[config.mk]
export PLATFORM = sky130hd
export DESIGN_NAME = init_demux
export DESIGN_NICKNAME = d
export VERILOG_FILES = /design/src/rtl/xbar_pkg.sv /design/src/rtl/init_demux.sv /design/src/rtl/addr_decoder.sv
export VERILOG_INCLUDE_DIRS = /design/src /design/src/include
export SDC_FILE = /design/constraint.sdc
export NUM_CORES = 1
export LEC_CHECK = 0
export BUFFER_PORTS_ARGS = -buffer_cell sky130_fd_sc_hd__buf_2
export CORE_AREA = 4 4 142 144
export CTS_CLUSTER_DIAMETER = 200
export DETAILED_ROUTE_END_ITERATION = 6
export DIE_AREA = 0 0 146 148
export SLEW_MARGIN = 0
export SYNTH_ARGS = -nofsm -noshare
export SYNTH_HDL_FRONTEND = slang
export SYNTH_SLANG_ARGS = --single-unit
export TNS_END_PERCENT = 50
[constraint.sdc]
create_clock -name clk_i -period 5.6 [get_ports clk_i]
set_clock_uncertainty 0.15 [all_clocks]
set_input_delay 1.12 -clock clk_i [delete_from_list [all_inputs] [get_ports clk_i]]
set_output_delay 1.12 -clock clk_i [all_outputs]
set_load 0.01 [all_outputs]
[src/include/xbar_defines.svh]
// Crossbar sizes; index types in the package need XBAR_NUM_TGT and XBAR_NUM_INIT of at least 1
`ifndef XBAR_DEFINES_SVH
`define XBAR_DEFINES_SVH

// Number of initiator ports, each with its own decoder and demux
`define XBAR_NUM_INIT 2

// Number of target ports, each with its own round-robin arbiter
`define XBAR_NUM_TGT 3

// Address width of every port
`define XBAR_ADDR_W 16

// Read and write data width of every port
`define XBAR_DATA_W 32

// Entries in the shared address map
// Lowest matching index wins, so overlapping rules are allowed
`define XBAR_NUM_RULES 4

`endif
[src/rtl/xbar_pkg.sv]
// Shared crossbar types; widths follow the macros in xbar_defines.svh at compile time
`default_nettype none

`include "xbar_defines.svh"

package xbar_pkg;

  // Address and data words as seen on every port
  typedef logic [`XBAR_ADDR_W-1:0] addr_t;
  typedef logic [`XBAR_DATA_W-1:0] data_t;

  // Port numbers, at least one bit wide even for a single port
  typedef logic [((`XBAR_NUM_TGT > 1) ? $clog2(`XBAR_NUM_TGT) : 1)-1:0] tgt_idx_t;
  typedef logic [((`XBAR_NUM_INIT > 1) ? $clog2(`XBAR_NUM_INIT) : 1)-1:0] init_idx_t;

  // Initiator side routing FSM
  typedef enum logic [1:0] {
    DEMUX_IDLE,
    DEMUX_ROUTE,
    DEMUX_ERR,
    DEMUX_DRAIN
  } demux_state_t;

  // Target side grant FSM
  typedef enum logic [1:0] {
    ARB_IDLE,
    ARB_BUSY,
    ARB_DRAIN
  } arb_state_t;

endpackage

`default_nettype wire

[src/rtl/init_demux.sv]
// One transfer in flight per initiator; map and defaults must stay stable while req is high
`default_nettype none

`include "xbar_defines.svh"

module init_demux (
  input  logic                                      clk_i,
  input  logic                                      rst_n_i,
  // Initiator port
  input  logic                                      init_req_i,
  input  xbar_pkg::addr_t                           init_addr_i,
  input  logic                                      init_we_i,
  input  xbar_pkg::data_t                           init_wdata_i,
  output logic                                      init_ack_o,
  output xbar_pkg::data_t                           init_rdata_o,
  output logic                                      init_err_o,
  // Address map and default target
  input  xbar_pkg::addr_t    [`XBAR_NUM_RULES-1:0]  rule_start_i,
  input  xbar_pkg::addr_t    [`XBAR_NUM_RULES-1:0]  rule_end_i,
  input  xbar_pkg::tgt_idx_t [`XBAR_NUM_RULES-1:0]  rule_tgt_i,
  input  logic                                      default_en_i,
  input  xbar_pkg::tgt_idx_t                        default_tgt_i,
  // Towards the target arbiters
  output logic               [`XBAR_NUM_TGT-1:0]    fwd_req_o,
  output xbar_pkg::addr_t                           fwd_addr_o,
  output logic                                      fwd_we_o,
  output xbar_pkg::data_t                           fwd_wdata_o,
  input  logic               [`XBAR_NUM_TGT-1:0]    fwd_ack_i,
  input  xbar_pkg::data_t    [`XBAR_NUM_TGT-1:0]    fwd_rdata_i
);

  import xbar_pkg::*;

  demux_state_t state_q;
  demux_state_t state_d;

  // Decoder result for the current request
  tgt_idx_t dec_tgt;
  logic     dec_err;

  // Request fields captured when leaving IDLE
  tgt_idx_t tgt_q;
  addr_t    addr_q;
  logic     we_q;
  data_t    wdata_q;

  addr_decoder u_addr_decoder (
    .addr_i        (init_addr_i),
    .rule_start_i  (rule_start_i),
    .rule_end_i    (rule_end_i),
    .rule_tgt_i    (rule_tgt_i),
    .default_en_i  (default_en_i),
    .default_tgt_i (default_tgt_i),
    .tgt_o         (dec_tgt),
    .dec_err_o     (dec_err)
  );

  always_comb begin
    state_d = state_q;
    unique case (state_q)
      DEMUX_IDLE: begin
        if (init_req_i) begin
          state_d = dec_err ? DEMUX_ERR : DEMUX_ROUTE;
        end
      end
      // Requester drops req only after it has seen the target ack
      DEMUX_ROUTE: begin
        if (!init_req_i) begin
          state_d = DEMUX_DRAIN;
        end
      end
      // Local error response ends as soon as req is gone
      DEMUX_ERR: begin
        if (!init_req_i) begin
          state_d = DEMUX_IDLE;
        end
      end
      DEMUX_DRAIN: begin
        if (!fwd_ack_i[tgt_q]) begin
          state_d = DEMUX_IDLE;
        end
      end
      default: state_d = DEMUX_IDLE;
    endcase
  end

  always_ff @(posedge clk_i) begin
    if (!rst_n_i) begin
      state_q <= DEMUX_IDLE;
    end else begin
      state_q <= state_d;
    end
  end

  always_ff @(posedge clk_i) begin
    if (state_q == DEMUX_IDLE && init_req_i) begin
      tgt_q   <= dec_tgt;
      addr_q  <= init_addr_i;
      we_q    <= init_we_i;
      wdata_q <= init_wdata_i;
    end
  end

  // Handshake steering, only the latched target sees a request bit
  always_comb begin
    fwd_req_o    = '0;
    init_ack_o   = 1'b0;
    init_err_o   = 1'b0;
    init_rdata_o = '0;
    unique case (state_q)
      DEMUX_ROUTE: begin
        fwd_req_o[tgt_q] = init_req_i;
        init_ack_o       = fwd_ack_i[tgt_q];
        init_rdata_o     = fwd_rdata_i[tgt_q];
      end
      DEMUX_DRAIN: begin
        init_ack_o   = fwd_ack_i[tgt_q];
        init_rdata_o = fwd_rdata_i[tgt_q];
      end
      DEMUX_ERR: begin
        init_ack_o = 1'b1;
        init_err_o = 1'b1;
      end
      default: ;
    endcase
  end

  assign fwd_addr_o  = addr_q;
  assign fwd_we_o    = we_q;
  assign fwd_wdata_o = wdata_q;

endmodule

`default_nettype wire

[src/rtl/addr_decoder.sv]
// Purely combinational; rule targets must be below XBAR_NUM_TGT and end addresses are exclusive
`default_nettype none

`include "xbar_defines.svh"

module addr_decoder (
  input  xbar_pkg::addr_t                         addr_i,
  input  xbar_pkg::addr_t  [`XBAR_NUM_RULES-1:0]  rule_start_i,
  input  xbar_pkg::addr_t  [`XBAR_NUM_RULES-1:0]  rule_end_i,
  input  xbar_pkg::tgt_idx_t [`XBAR_NUM_RULES-1:0] rule_tgt_i,
  input  logic                                    default_en_i,
  input  xbar_pkg::tgt_idx_t                      default_tgt_i,
  output xbar_pkg::tgt_idx_t                      tgt_o,
  output logic                                    dec_err_o
);

  import xbar_pkg::*;

  // Per rule hit flags and the target of the winning rule
  logic [`XBAR_NUM_RULES-1:0] rule_hit;
  logic                       any_hit;
  tgt_idx_t                   hit_tgt;

  // Range compare, start inclusive and end exclusive
  always_comb begin
    for (int r = 0; r < `XBAR_NUM_RULES; r++) begin
      rule_hit[r] = (addr_i >= rule_start_i[r]) && (addr_i < rule_end_i[r]);
    end
  end

  // Priority pick, scanning from the top so the lowest index is written last
  always_comb begin
    hit_tgt = '0;
    for (int r = `XBAR_NUM_RULES - 1; r >= 0; r--) begin
      if (rule_hit[r]) begin
        hit_tgt = rule_tgt_i[r];
      end
    end
  end

  assign any_hit = |rule_hit;

  // Unmapped addresses fall back to the default target when it is enabled
  always_comb begin
    if (any_hit) begin
      tgt_o     = hit_tgt;
      dec_err_o = 1'b0;
    end else if (default_en_i) begin
      tgt_o     = default_tgt_i;
      dec_err_o = 1'b0;
    end else begin
      // Target number is don't care here, keep it at zero
      tgt_o     = '0;
      dec_err_o = 1'b1;
    end
  end

endmodule

`default_nettype wire

After elaboration in Yosys (flattened, before gate mapping)
Cells that the tools add are included.
- register bits: 53
- input bits: 290
- output and inout port bits: 86
- logic and storage cells: 57
- $lt $le $gt $ge: 10
- eq/ne operators: 7
- multiplexer cells: 24
- bitwise gates (word level): 1
- reductions and logical operators: 10
- operators by type and width (operator ; number):
    binary-select mux 32 bit (select 2 bit) ; 1
    >= comparator 16 bit ; 4
    < comparator 16 bit ; 4
    two-way mux 32 bit ; 2
    two-way mux 2 bit ; 11
    != test 2 bit (second input constant) ; 4
    case mux 2 bit (4 select lines) ; 1
    logical AND 1 bit ; 6
    two-way mux 1 bit ; 5
    == test 2 bit (second input constant) ; 2
    AND reduction 4 bit ; 1
    OR reduction 4 bit ; 1
    AND 3 bit ; 1
    < comparator 2 x 3 -> 1 bit (second input constant) ; 1
    two-way mux 3 bit ; 1
    binary-select mux 1 bit (select 2 bit) ; 1
    demux 1 bit (select 2 bit) ; 1
    == test 2 x 1 -> 1 bit (second input constant) ; 1
    >= comparator 2 x 1 -> 1 bit (second input constant) ; 1
    zero test 2 bit ; 1
    case mux 1 bit (2 select lines) ; 1
    OR reduction 2 bit ; 1

Longest topological paths before layout
Gate-level depths: netlist of run 1.
- depth in word-level cells: 7
- depth in mapped cells: 9
- depth with buffers taken out: 9

Modules after synthesis
A second synthesis of run 1 with hierarchy kept.
- cells, all modules: 656
- area, all modules: 5889.4 um^2
- by module, submodules not included (module ; times used ; cells each ; area an instance (um^2) ; sequential area each (um^2)):
    addr_decoder ; 1 ; 439 ; 3201.8 ; 0.0
    init_demux ; 1 ; 217 ; 2687.6 ; 1571.5

Worst setup path before layout of run 1
Ideal clock, no wire load.
- path kind: in2reg
- from: in init_req_i
- to: reg addr_q[0] (netlist: fwd_addr_o[0]) (enable)
- setup time: 522 ps
- data arrival time: 4625 ps
- data required time: 4928 ps
- path slack: 302 ps
- stages: 2
- path buffers: 0
- path through: inv_1 nor3_1
- longest elaborated chain between the ends: 1
- ends and longest elaborated chain (item ; RTL line ; text):
    start: declaration ; init_demux.sv:10 ; input logic init_req_i,
    logical AND 1 bit ; init_demux.sv:96 ; if (state_q == DEMUX_IDLE && init_req_i) begin
    end signal: assignment ; init_demux.sv:98 ; addr_q <= init_addr_i;
    end: declaration ; init_demux.sv:43 ; addr_t addr_q;
Every way passes these cells.
A chain may end at the register's enable or synchronous reset.

Worst setup path in the final report of run 1
- from: in init_addr_i[14]
- to: reg tgt_q[1] (data pin)
- longest elaborated chain between the ends: 7
- elaborated cells between the ends (all ways): 18
- classes of those cells: 8 x order compare; 5 x mux; 5 x reduce/logical
- ends and longest elaborated chain (item ; RTL line ; text):
    start: declaration ; init_demux.sv:11 ; input xbar_pkg::addr_t init_addr_i,
    >= comparator 16 bit / < comparator 16 bit (equally long branches) ; addr_decoder.sv:27 ; rule_hit[r] = (addr_i >= rule_start_i[r]) && (addr_i < rule_end_i[r]);
    logical AND 1 bit ; addr_decoder.sv:27 ;
    two-way mux 2 bit (4 in series) ; addr_decoder.sv:35 ; if (rule_hit[r]) begin
    two-way mux 2 bit (*) ; addr_decoder.sv:45 ; if (any_hit) begin
    named net dec_tgt[1] ; init_demux.sv:38 ; tgt_idx_t dec_tgt;
    end signal: assignment ; init_demux.sv:97 ; tgt_q <= dec_tgt;
    end: declaration ; init_demux.sv:42 ; tgt_idx_t tgt_q;
Mark *: on every way through the listed nets, which the timed path passes. The rest lies on a longest branch.

==> flow_summary.ini, run 1 <==
[status]
status = finished clean

[drt]
drc = 0
drt-wirelength-per-cell_um = 17.81
viasPerCell = 4.735
dr.pass1.iters = 4
routed_wirelength_mm = 22.78
postRouteAntennaNets = 0
vias = 6056
drt_iter0_markers = 229

[die]
die_w_um = 146
rows = 50
dieArea_sq_mm = 0.02161
initial_core_util_pct = 30.87
die_y_um = 148
coreArea_sq_mm = 0.01871
io_pins = 376

[sta]
finalSetupViolCount = 0
hold_viol_final = 0
relSlewSlack_pct = 33.68
min_period_ns = 4.002
timing.fmax_mhz = 249.9
finalSetupTns_ns = 0
rsz0062_at_grt = no
fin_ws_ns = 1.598
worstMarginPinSlew_ns = 0.9894
period_share_pct = 71.46
drv_slew = 0

[min_path]
hold_path.class = register to register
worstHoldPathCells = 2

[grt]
grt_max_degree = 42
grt_pass1_vias = 6076
grt_pass1_wl_mm = 33.53
grt_usage_pct = 19.89
grt.overflow.total = 0
antenna_found_initial = 6

[synthesis]
async_flop_share_pct = 0
ys_seq_area_share_pct = 27.22
synthFlopType = edfxtp_1
synthAdderAreaFrac_pct = 26.87
netlist_top_cells_area = ha_1, edfxtp_1, inv_1, mux2i_1, a21oi_1
synth_top_area_share_pct = 26.87
synth_mux_area_share_pct = 5.720
synth_largest_area_cell = ha_1
yosys_warnings = 0
synth_edf_count = 51
synth_compound_area_share_pct = 15.30
syn_inst = 669
syn-cell-area_sq_mm = 0.005774
syn_nets = 1083
ys_seq_elements = 53
synthSimpleGateAreaFrac_pct = 15.60
synth_top_family_by_area = adder cells
synth_cell_types = 47
syn-mean-instance-area_sq_um = 8.631
synth_xor_area_share_pct = 0

[worst_setup_path]
r2r_cells = 7
endpoint_kind = register
worstSetupEndpoint = tgt_q[1]$_DFFE_PP_
cp_max_fo = 9
startpoint = init_addr_i[14]
slowest_delay_ns = 0.61
r2r-start = tgt_q[0]$_DFFE_PP_
r2r_setup_slack_ns = 3.21
start_kind = input pin
arrival_ns = 4.00
crit_slowest_cell = a2111oi_0
critical_path_class = input pin to register
cp_data_required_time_ns = 5.60
r2r_end = state_q[1]$_SDFFE_PN0P_
path_cells = buf_2, ha_1, nand4_1, or3_1, a2111oi_0, nor4_1, or4b_1, a311o_1, a31oi_2

[clock_network]
postCtsSetupRepairBufs = 0
cts_tree = built
cts_htree_levels = 2
clockBufferDepth = 2
cts_root_buffer = clkbuf_16
path_clk_slew_ns = 0.08
cts_made_buffers = 5
cts_sinks = 53
holdBufCountCts = 0
cts_resized = 0
worst_skew_pair.late_latency_ns = 0.29

[layout]
nets = 1455
area_growth_syn_to_layout_pct = 40.46
drive_above_1_share_pct = 38.39
fin_area_sq_mm = 0.008110

[power_and_ir_drop]
power_leakage_uw = 0.004546
peakVddDrop_uv = 145.8
powerDensity_mw_per_mm2 = 184.8

[placement]
placed_cell_area_sq_mm = 0.007949
io_buffers = 375
globalplace.congestion = 0.8414
dp_hpwl_mm = 19.62
place_worst_setup_slack_ns = 1.261

[run]
maxCapViolations = 0
==> cell usage in the layout, fill, tap and decap left out, types with 5 or more instances in the layout <==
master and instances:
buf_2 375, inv_1 127, ha_1 124, nand2_1 57
edfxtp_1 51, o21ai_0 46, a21oi_1 46, and2_1 33
mux2i_1 33, nand4_1 17, nor2_1 16, nand3_1 14
nor3_1 8, a21o_1 7, nand2b_1 5, clkbuf_16 5
buf_4 5
==> logic make-up (layout without fill, tap and decap cells) <==
| family | Yosys count | count (layout) |
|---|---|---|
| AO/OA/AOI/OAI | 143 | 143 |
| flip-flops | 53 | 53 |
| buffers and inverters | 143 | 516 |
| multiplexers | 33 | 33 |
| AND/OR/NAND/NOR | 173 | 173 |
| other | 0 | 3 |
| adder cells (fa/ha/maj) | 124 | 124 |
==> worst max-delay path: cells and delay by family <==
family                     cells  cell delay (ns)
buffers and inverters          1             0.19
AOI/OAI and AO/OA              3             1.13
adders and majority gates      1             0.33
and+or+nand+nor                4             1.22
==> flip-flops by register name, indices dropped and copies added, names as in the netlist <==
name	cells
fwd_wdata_o	32
fwd_we_o	1
fwd_addr_o	16
tgt_q	2
state_q	2
==> where the power goes <==
group / switching [uW] / total, uW / internal (uW) / leakage (uW)
clock network: 154 / 326 / 172 / 0.0000763
logic: 374 / 668 / 294 / 0.00397
registers: 15.4 / 504 / 489 / 0.000501
==> per-stage QoR <==
step                      hold slack, ns  cells  utilization, %  power (uW)
after floorplan                   0.3757    669               -       887.7
after detailed placement          0.4615   1268           42.50        1194
final                             0.4673   1279           43.36        1499
after CTS                         0.4809   1276           43.32        1527
after global placement            0.4578   1268           42.50        1184
after global routing              0.5195   1278           43.34        1622
==> synthesized netlist by cell type, types with 2 or more instances <==
master	instances
inv_1	127
ha_1	124
nand2_1	57
edfxtp_1	51
a21oi_1	46
o21ai_0	46
and2_1	33
mux2i_1	33
nand4_1	17
nor2_1	16
nand3_1	14
clkbuf_1	13
nor3_1	9
a21o_1	7
nand2b_1	5
a211o_1	4
nor4_1	4
o21a_1	4
o31ai_1	4
or2_2	4
a2111oi_0	3
a211oi_1	3
a31oi_1	3
buf_1	3
nor3b_1	3
o2111ai_1	3
o211ai_1	3
o21ai_1	3
a311o_1	2
a41oi_1	2
dfxtp_1	2
nor2b_1	2
o211a_1	2
o22ai_1	2
or3_1	2
or4b_1	2
==> final cells by class <==
| cell class | count | area (sq um) |
|---|---|---|
| inverters | 127 | 476.7 |
| clock buffers | 5 | 125.1 |
| flip-flops and latches | 53 | 1572 |
| clock inverters | 3 | 28.78 |
| repair buffers | 381 | 1934 |
| fillers | 1926 | 10600 |
| multi-input cells | 473 | 3674 |
| diodes | 3 | 7.507 |
| well taps | 234 | 292.8 |
==> worst min-delay path by stage <==
stage,to,slack [ns],startpoint
2_1_floorplan,state_q[0]$_SDFFE_PN0P_,0.38,state_q[1]$_SDFFE_PN0P_
3_3_place_gp,state_q[0]$_SDFFE_PN0P_,0.46,state_q[1]$_SDFFE_PN0P_
3_5_place_dp,state_q[0]$_SDFFE_PN0P_,0.46,state_q[1]$_SDFFE_PN0P_
4_1_cts,state_q[0]$_SDFFE_PN0P_,0.48,state_q[1]$_SDFFE_PN0P_
5_1_grt,state_q[0]$_SDFFE_PN0P_,0.52,state_q[1]$_SDFFE_PN0P_
6_report,state_q[0]$_SDFFE_PN0P_,0.47,state_q[0]$_SDFFE_PN0P_
==> layer usage <==
layer	GRT usage, %	up-vias	share of wire, %
met4	4.563	6	1.3
met3	5.641	25	8.4
met1	20.95	2683	37
met2	39.03	236	53
li1	-	3106	-
met5	0	-	0.14
(Power assumes the default switching activity.)
==> run 2: changes to the inputs <==
--- a/config.mk
+++ b/config.mk
@@ -6,11 +6,12 @@
 export SDC_FILE = /design/constraint.sdc
 export NUM_CORES = 1
 export LEC_CHECK = 0
+export ABC_AREA = 1
 export BUFFER_PORTS_ARGS = -buffer_cell sky130_fd_sc_hd__buf_2
-export CORE_AREA = 4 4 142 144
+export CORE_AREA = 4 4 144 146
 export CTS_CLUSTER_DIAMETER = 200
 export DETAILED_ROUTE_END_ITERATION = 6
-export DIE_AREA = 0 0 146 148
+export DIE_AREA = 0 0 148 150
 export SLEW_MARGIN = 0
 export SYNTH_ARGS = -nofsm -noshare
 export SYNTH_HDL_FRONTEND = slang
==> constraint.sdc (replaced) <==
create_clock -name clk_i -period 3.87 [get_ports clk_i]
set_clock_uncertainty 0.15 [all_clocks]
set_input_delay 0.774 -clock clk_i [delete_from_list [all_inputs] [get_ports clk_i]]
set_output_delay 0.774 -clock clk_i [all_outputs]
set_load 0.01 [all_outputs]
==> flow_summary.ini, run 2 <==
[synthesis]
synth_most_common_cell = nand2_1
synth_top_area_share_pct = 25.64
synth_largest_area_cell = ha_1
ys_seq_area_share_pct = 25.97
syn-mean-instance-area_sq_um = 6.947
synth_cell_types = 27
syn_nets = 1285
ys_seq_elements = 53
netlist_top_cells_count = nand2_1, inv_1, ha_1, nand3_1, edfxtp_1
yosys_warnings = 0
syn-cell-area_sq_mm = 0.006051
synth_edf_count = 51
netlist_top_cells_area = ha_1, edfxtp_1, nand2_1, inv_1, nand3_1
synthFlopType = edfxtp_1
async_flop_share_pct = 0
syn_inst = 871

[sta]
relSlewSlack_pct = 56.49
rsz0062_at_grt = no
finalSetupViolCount = 0
period_share_pct = 79.47
hold_viol_final = 0
finalSetupTns_ns = 0
worstMarginPinSlew_ns = 0.6505
fin_ws_ns = 0.7945
drv_slew = 0
min_period_ns = 3.075
timing.fmax_mhz = 325.2

[worst_setup_path]
worstSetupEndpoint = init_rdata_o[31]
r2r_cells = 7
r2r-start = tgt_q[0]$_DFFE_PP_
r2r_end = state_q[1]$_SDFFE_PN0P_
start_kind = register
cp_data_required_time_ns = 2.95
startpoint = tgt_q[0]$_DFFE_PP_
endpoint_kind = output port
cp_max_fo = 26
r2r_setup_slack_ns = 1.74
critical_path_class = register to output port
arrival_ns = 2.15

[min_path]
hold_path.class = register to register
worstHoldPathCells = 2

[drt]
drt_iter0_markers = 232
drc = 0
dr.pass1.iters = 4
viasPerCell = 4.442
postRouteAntennaNets = 0
vias = 6738
routed_wirelength_mm = 23.31
drt-wirelength-per-cell_um = 15.37

[clock_network]
cts_resized = 0
cts_sinks = 53
cts_made_buffers = 5
clockBufferDepth = 2
path_clk_slew_ns = 0.07
postCtsSetupRepairBufs = 0
cts_htree_levels = 2
cts_root_buffer = clkbuf_16
worst_skew_pair.late_latency_ns = 0.30
holdBufCountCts = 0
cts_tree = built

[run]
maxCapViolations = 0

[grt]
grt_usage_pct = 19.62
grt_pass1_vias = 6431
grt.overflow.total = 0
antenna_found_initial = 9
grt_pass1_wl_mm = 34.16
grt_max_degree = 42

[power_and_ir_drop]
peakVddDrop_uv = 154.4
powerDensity_mw_per_mm2 = 270.2
power_leakage_uw = 0.005323

[layout]
drive_above_1_share_pct = 33.12
fillerInstances = 2085
area_growth_syn_to_layout_pct = 39.60
fin_area_sq_mm = 0.008447
final_cell_mix = buf_2, nand2_1, inv_1, ha_1, nand3_1
nets = 1657
largest_reg_flops = 32
instances_no_fill = 1517
final_common_cell = buf_2

[die]
io_pins = 376
coreArea_sq_mm = 0.01940
die_y_um = 150
initial_core_util_pct = 31.19
dieArea_sq_mm = 0.02220
die_w_um = 148
rows = 51

[placement]
placed_cell_area_sq_mm = 0.008273
dp_hpwl_mm = 20.41
globalplace.congestion = 0.8451
dp_cells = 1501
io_buffers = 375
place_worst_setup_slack_ns = 0.9022

[status]
status = finished clean
run 2: cell types whose count changed in the layout (fill, tap and decap cells not counted), sizes merged, moves of 5 or more:
cell	change
nand2	+200
inv	+77
nand3	+65
o21ai	-37
and2	-33
mux2i	-33
nor2	+29
nand4	-14
nand2b	-7
diode	+5
run 2: area by class of cell:
class | instances | area [sq um] | share of cell area [%]
Multi-Input combinational cell | 597 | 3662 | 43.36
Clock buffer | 5 | 125.1 | 1.481
Sequential cell | 53 | 1572 | 18.60
Tap cell | 265 | 331.6 | 3.925
Timing Repair Buffer | 382 | 1942 | 22.99
Inverter | 204 | 765.7 | 9.065
Clock inverter | 3 | 28.78 | 0.3407
Antenna cell | 8 | 20.02 | 0.2370
run 2: metal layers:
| layer | vias to the layer above | global-route usage [%] | wire length [um] | share of wire (%) |
|---|---|---|---|---|
| li1 | 3506 | - | - | - |
| met1 | 2944 | 21.10 | 8627 | 37 |
| met2 | 252 | 36.24 | 11980 | 51 |
| met3 | 34 | 5.148 | 1918 | 8.2 |
| met4 | 2 | 8.360 | 775 | 3.3 |
| met5 | - | 0 | 13 | 0.056 |
run 2: worst min path at each step:
stage	start	endpoint	slack (ns)
after detailed placement	state_q[1]$_SDFFE_PN0P_	state_q[1]$_SDFFE_PN0P_	0.37
after global placement	state_q[1]$_SDFFE_PN0P_	state_q[1]$_SDFFE_PN0P_	0.37
final	state_q[1]$_SDFFE_PN0P_	state_q[1]$_SDFFE_PN0P_	0.39
after CTS	state_q[1]$_SDFFE_PN0P_	state_q[1]$_SDFFE_PN0P_	0.38
after global routing	state_q[1]$_SDFFE_PN0P_	state_q[1]$_SDFFE_PN0P_	0.40
after floorplan	state_q[1]$_SDFFE_PN0P_	state_q[1]$_SDFFE_PN0P_	0.33
run 2: per-stage QoR:
step / util, % / total power, uW / hold slack (ns)
2_1_floorplan: - / 1355 / 0.3275
3_3_place_gp: 42.65 / 1821 / 0.3670
3_5_place_dp: 42.65 / 1832 / 0.3733
4_1_cts: 43.44 / 2316 / 0.3841
5_1_grt: 43.54 / 2479 / 0.3952
6_report: 43.54 / 2282 / 0.3871
run 2: power breakdown:
group | switching (uW) | total [uW] | internal, uW
combinational | 635 | 1050 | 418
sequential | 30.0 | 751 | 721
clock | 228 | 477 | 249
total | 893 | 2280 | 1390
run 2: cells by family after synthesis:
kind of cell | count (synthesis) | synth area share, %
and+or+nand+nor | 398 | 27.73
DFF | 53 | 25.97
buffers and inverters | 221 | 13.73
AOI/OAI and AO/OA | 75 | 6.927
adders and majority gates | 124 | 25.64
run 2: critical path: stages (launching register included):
cell	delay, ns
edfxtp_1	0.64
inv_1	0.16
nand2_1	0.08
inv_1	0.21
buf_4	0.34
nand2_1	0.09
nand3_1	0.08
nand2_1	0.06
inv_1	0.06
buf_2	0.13
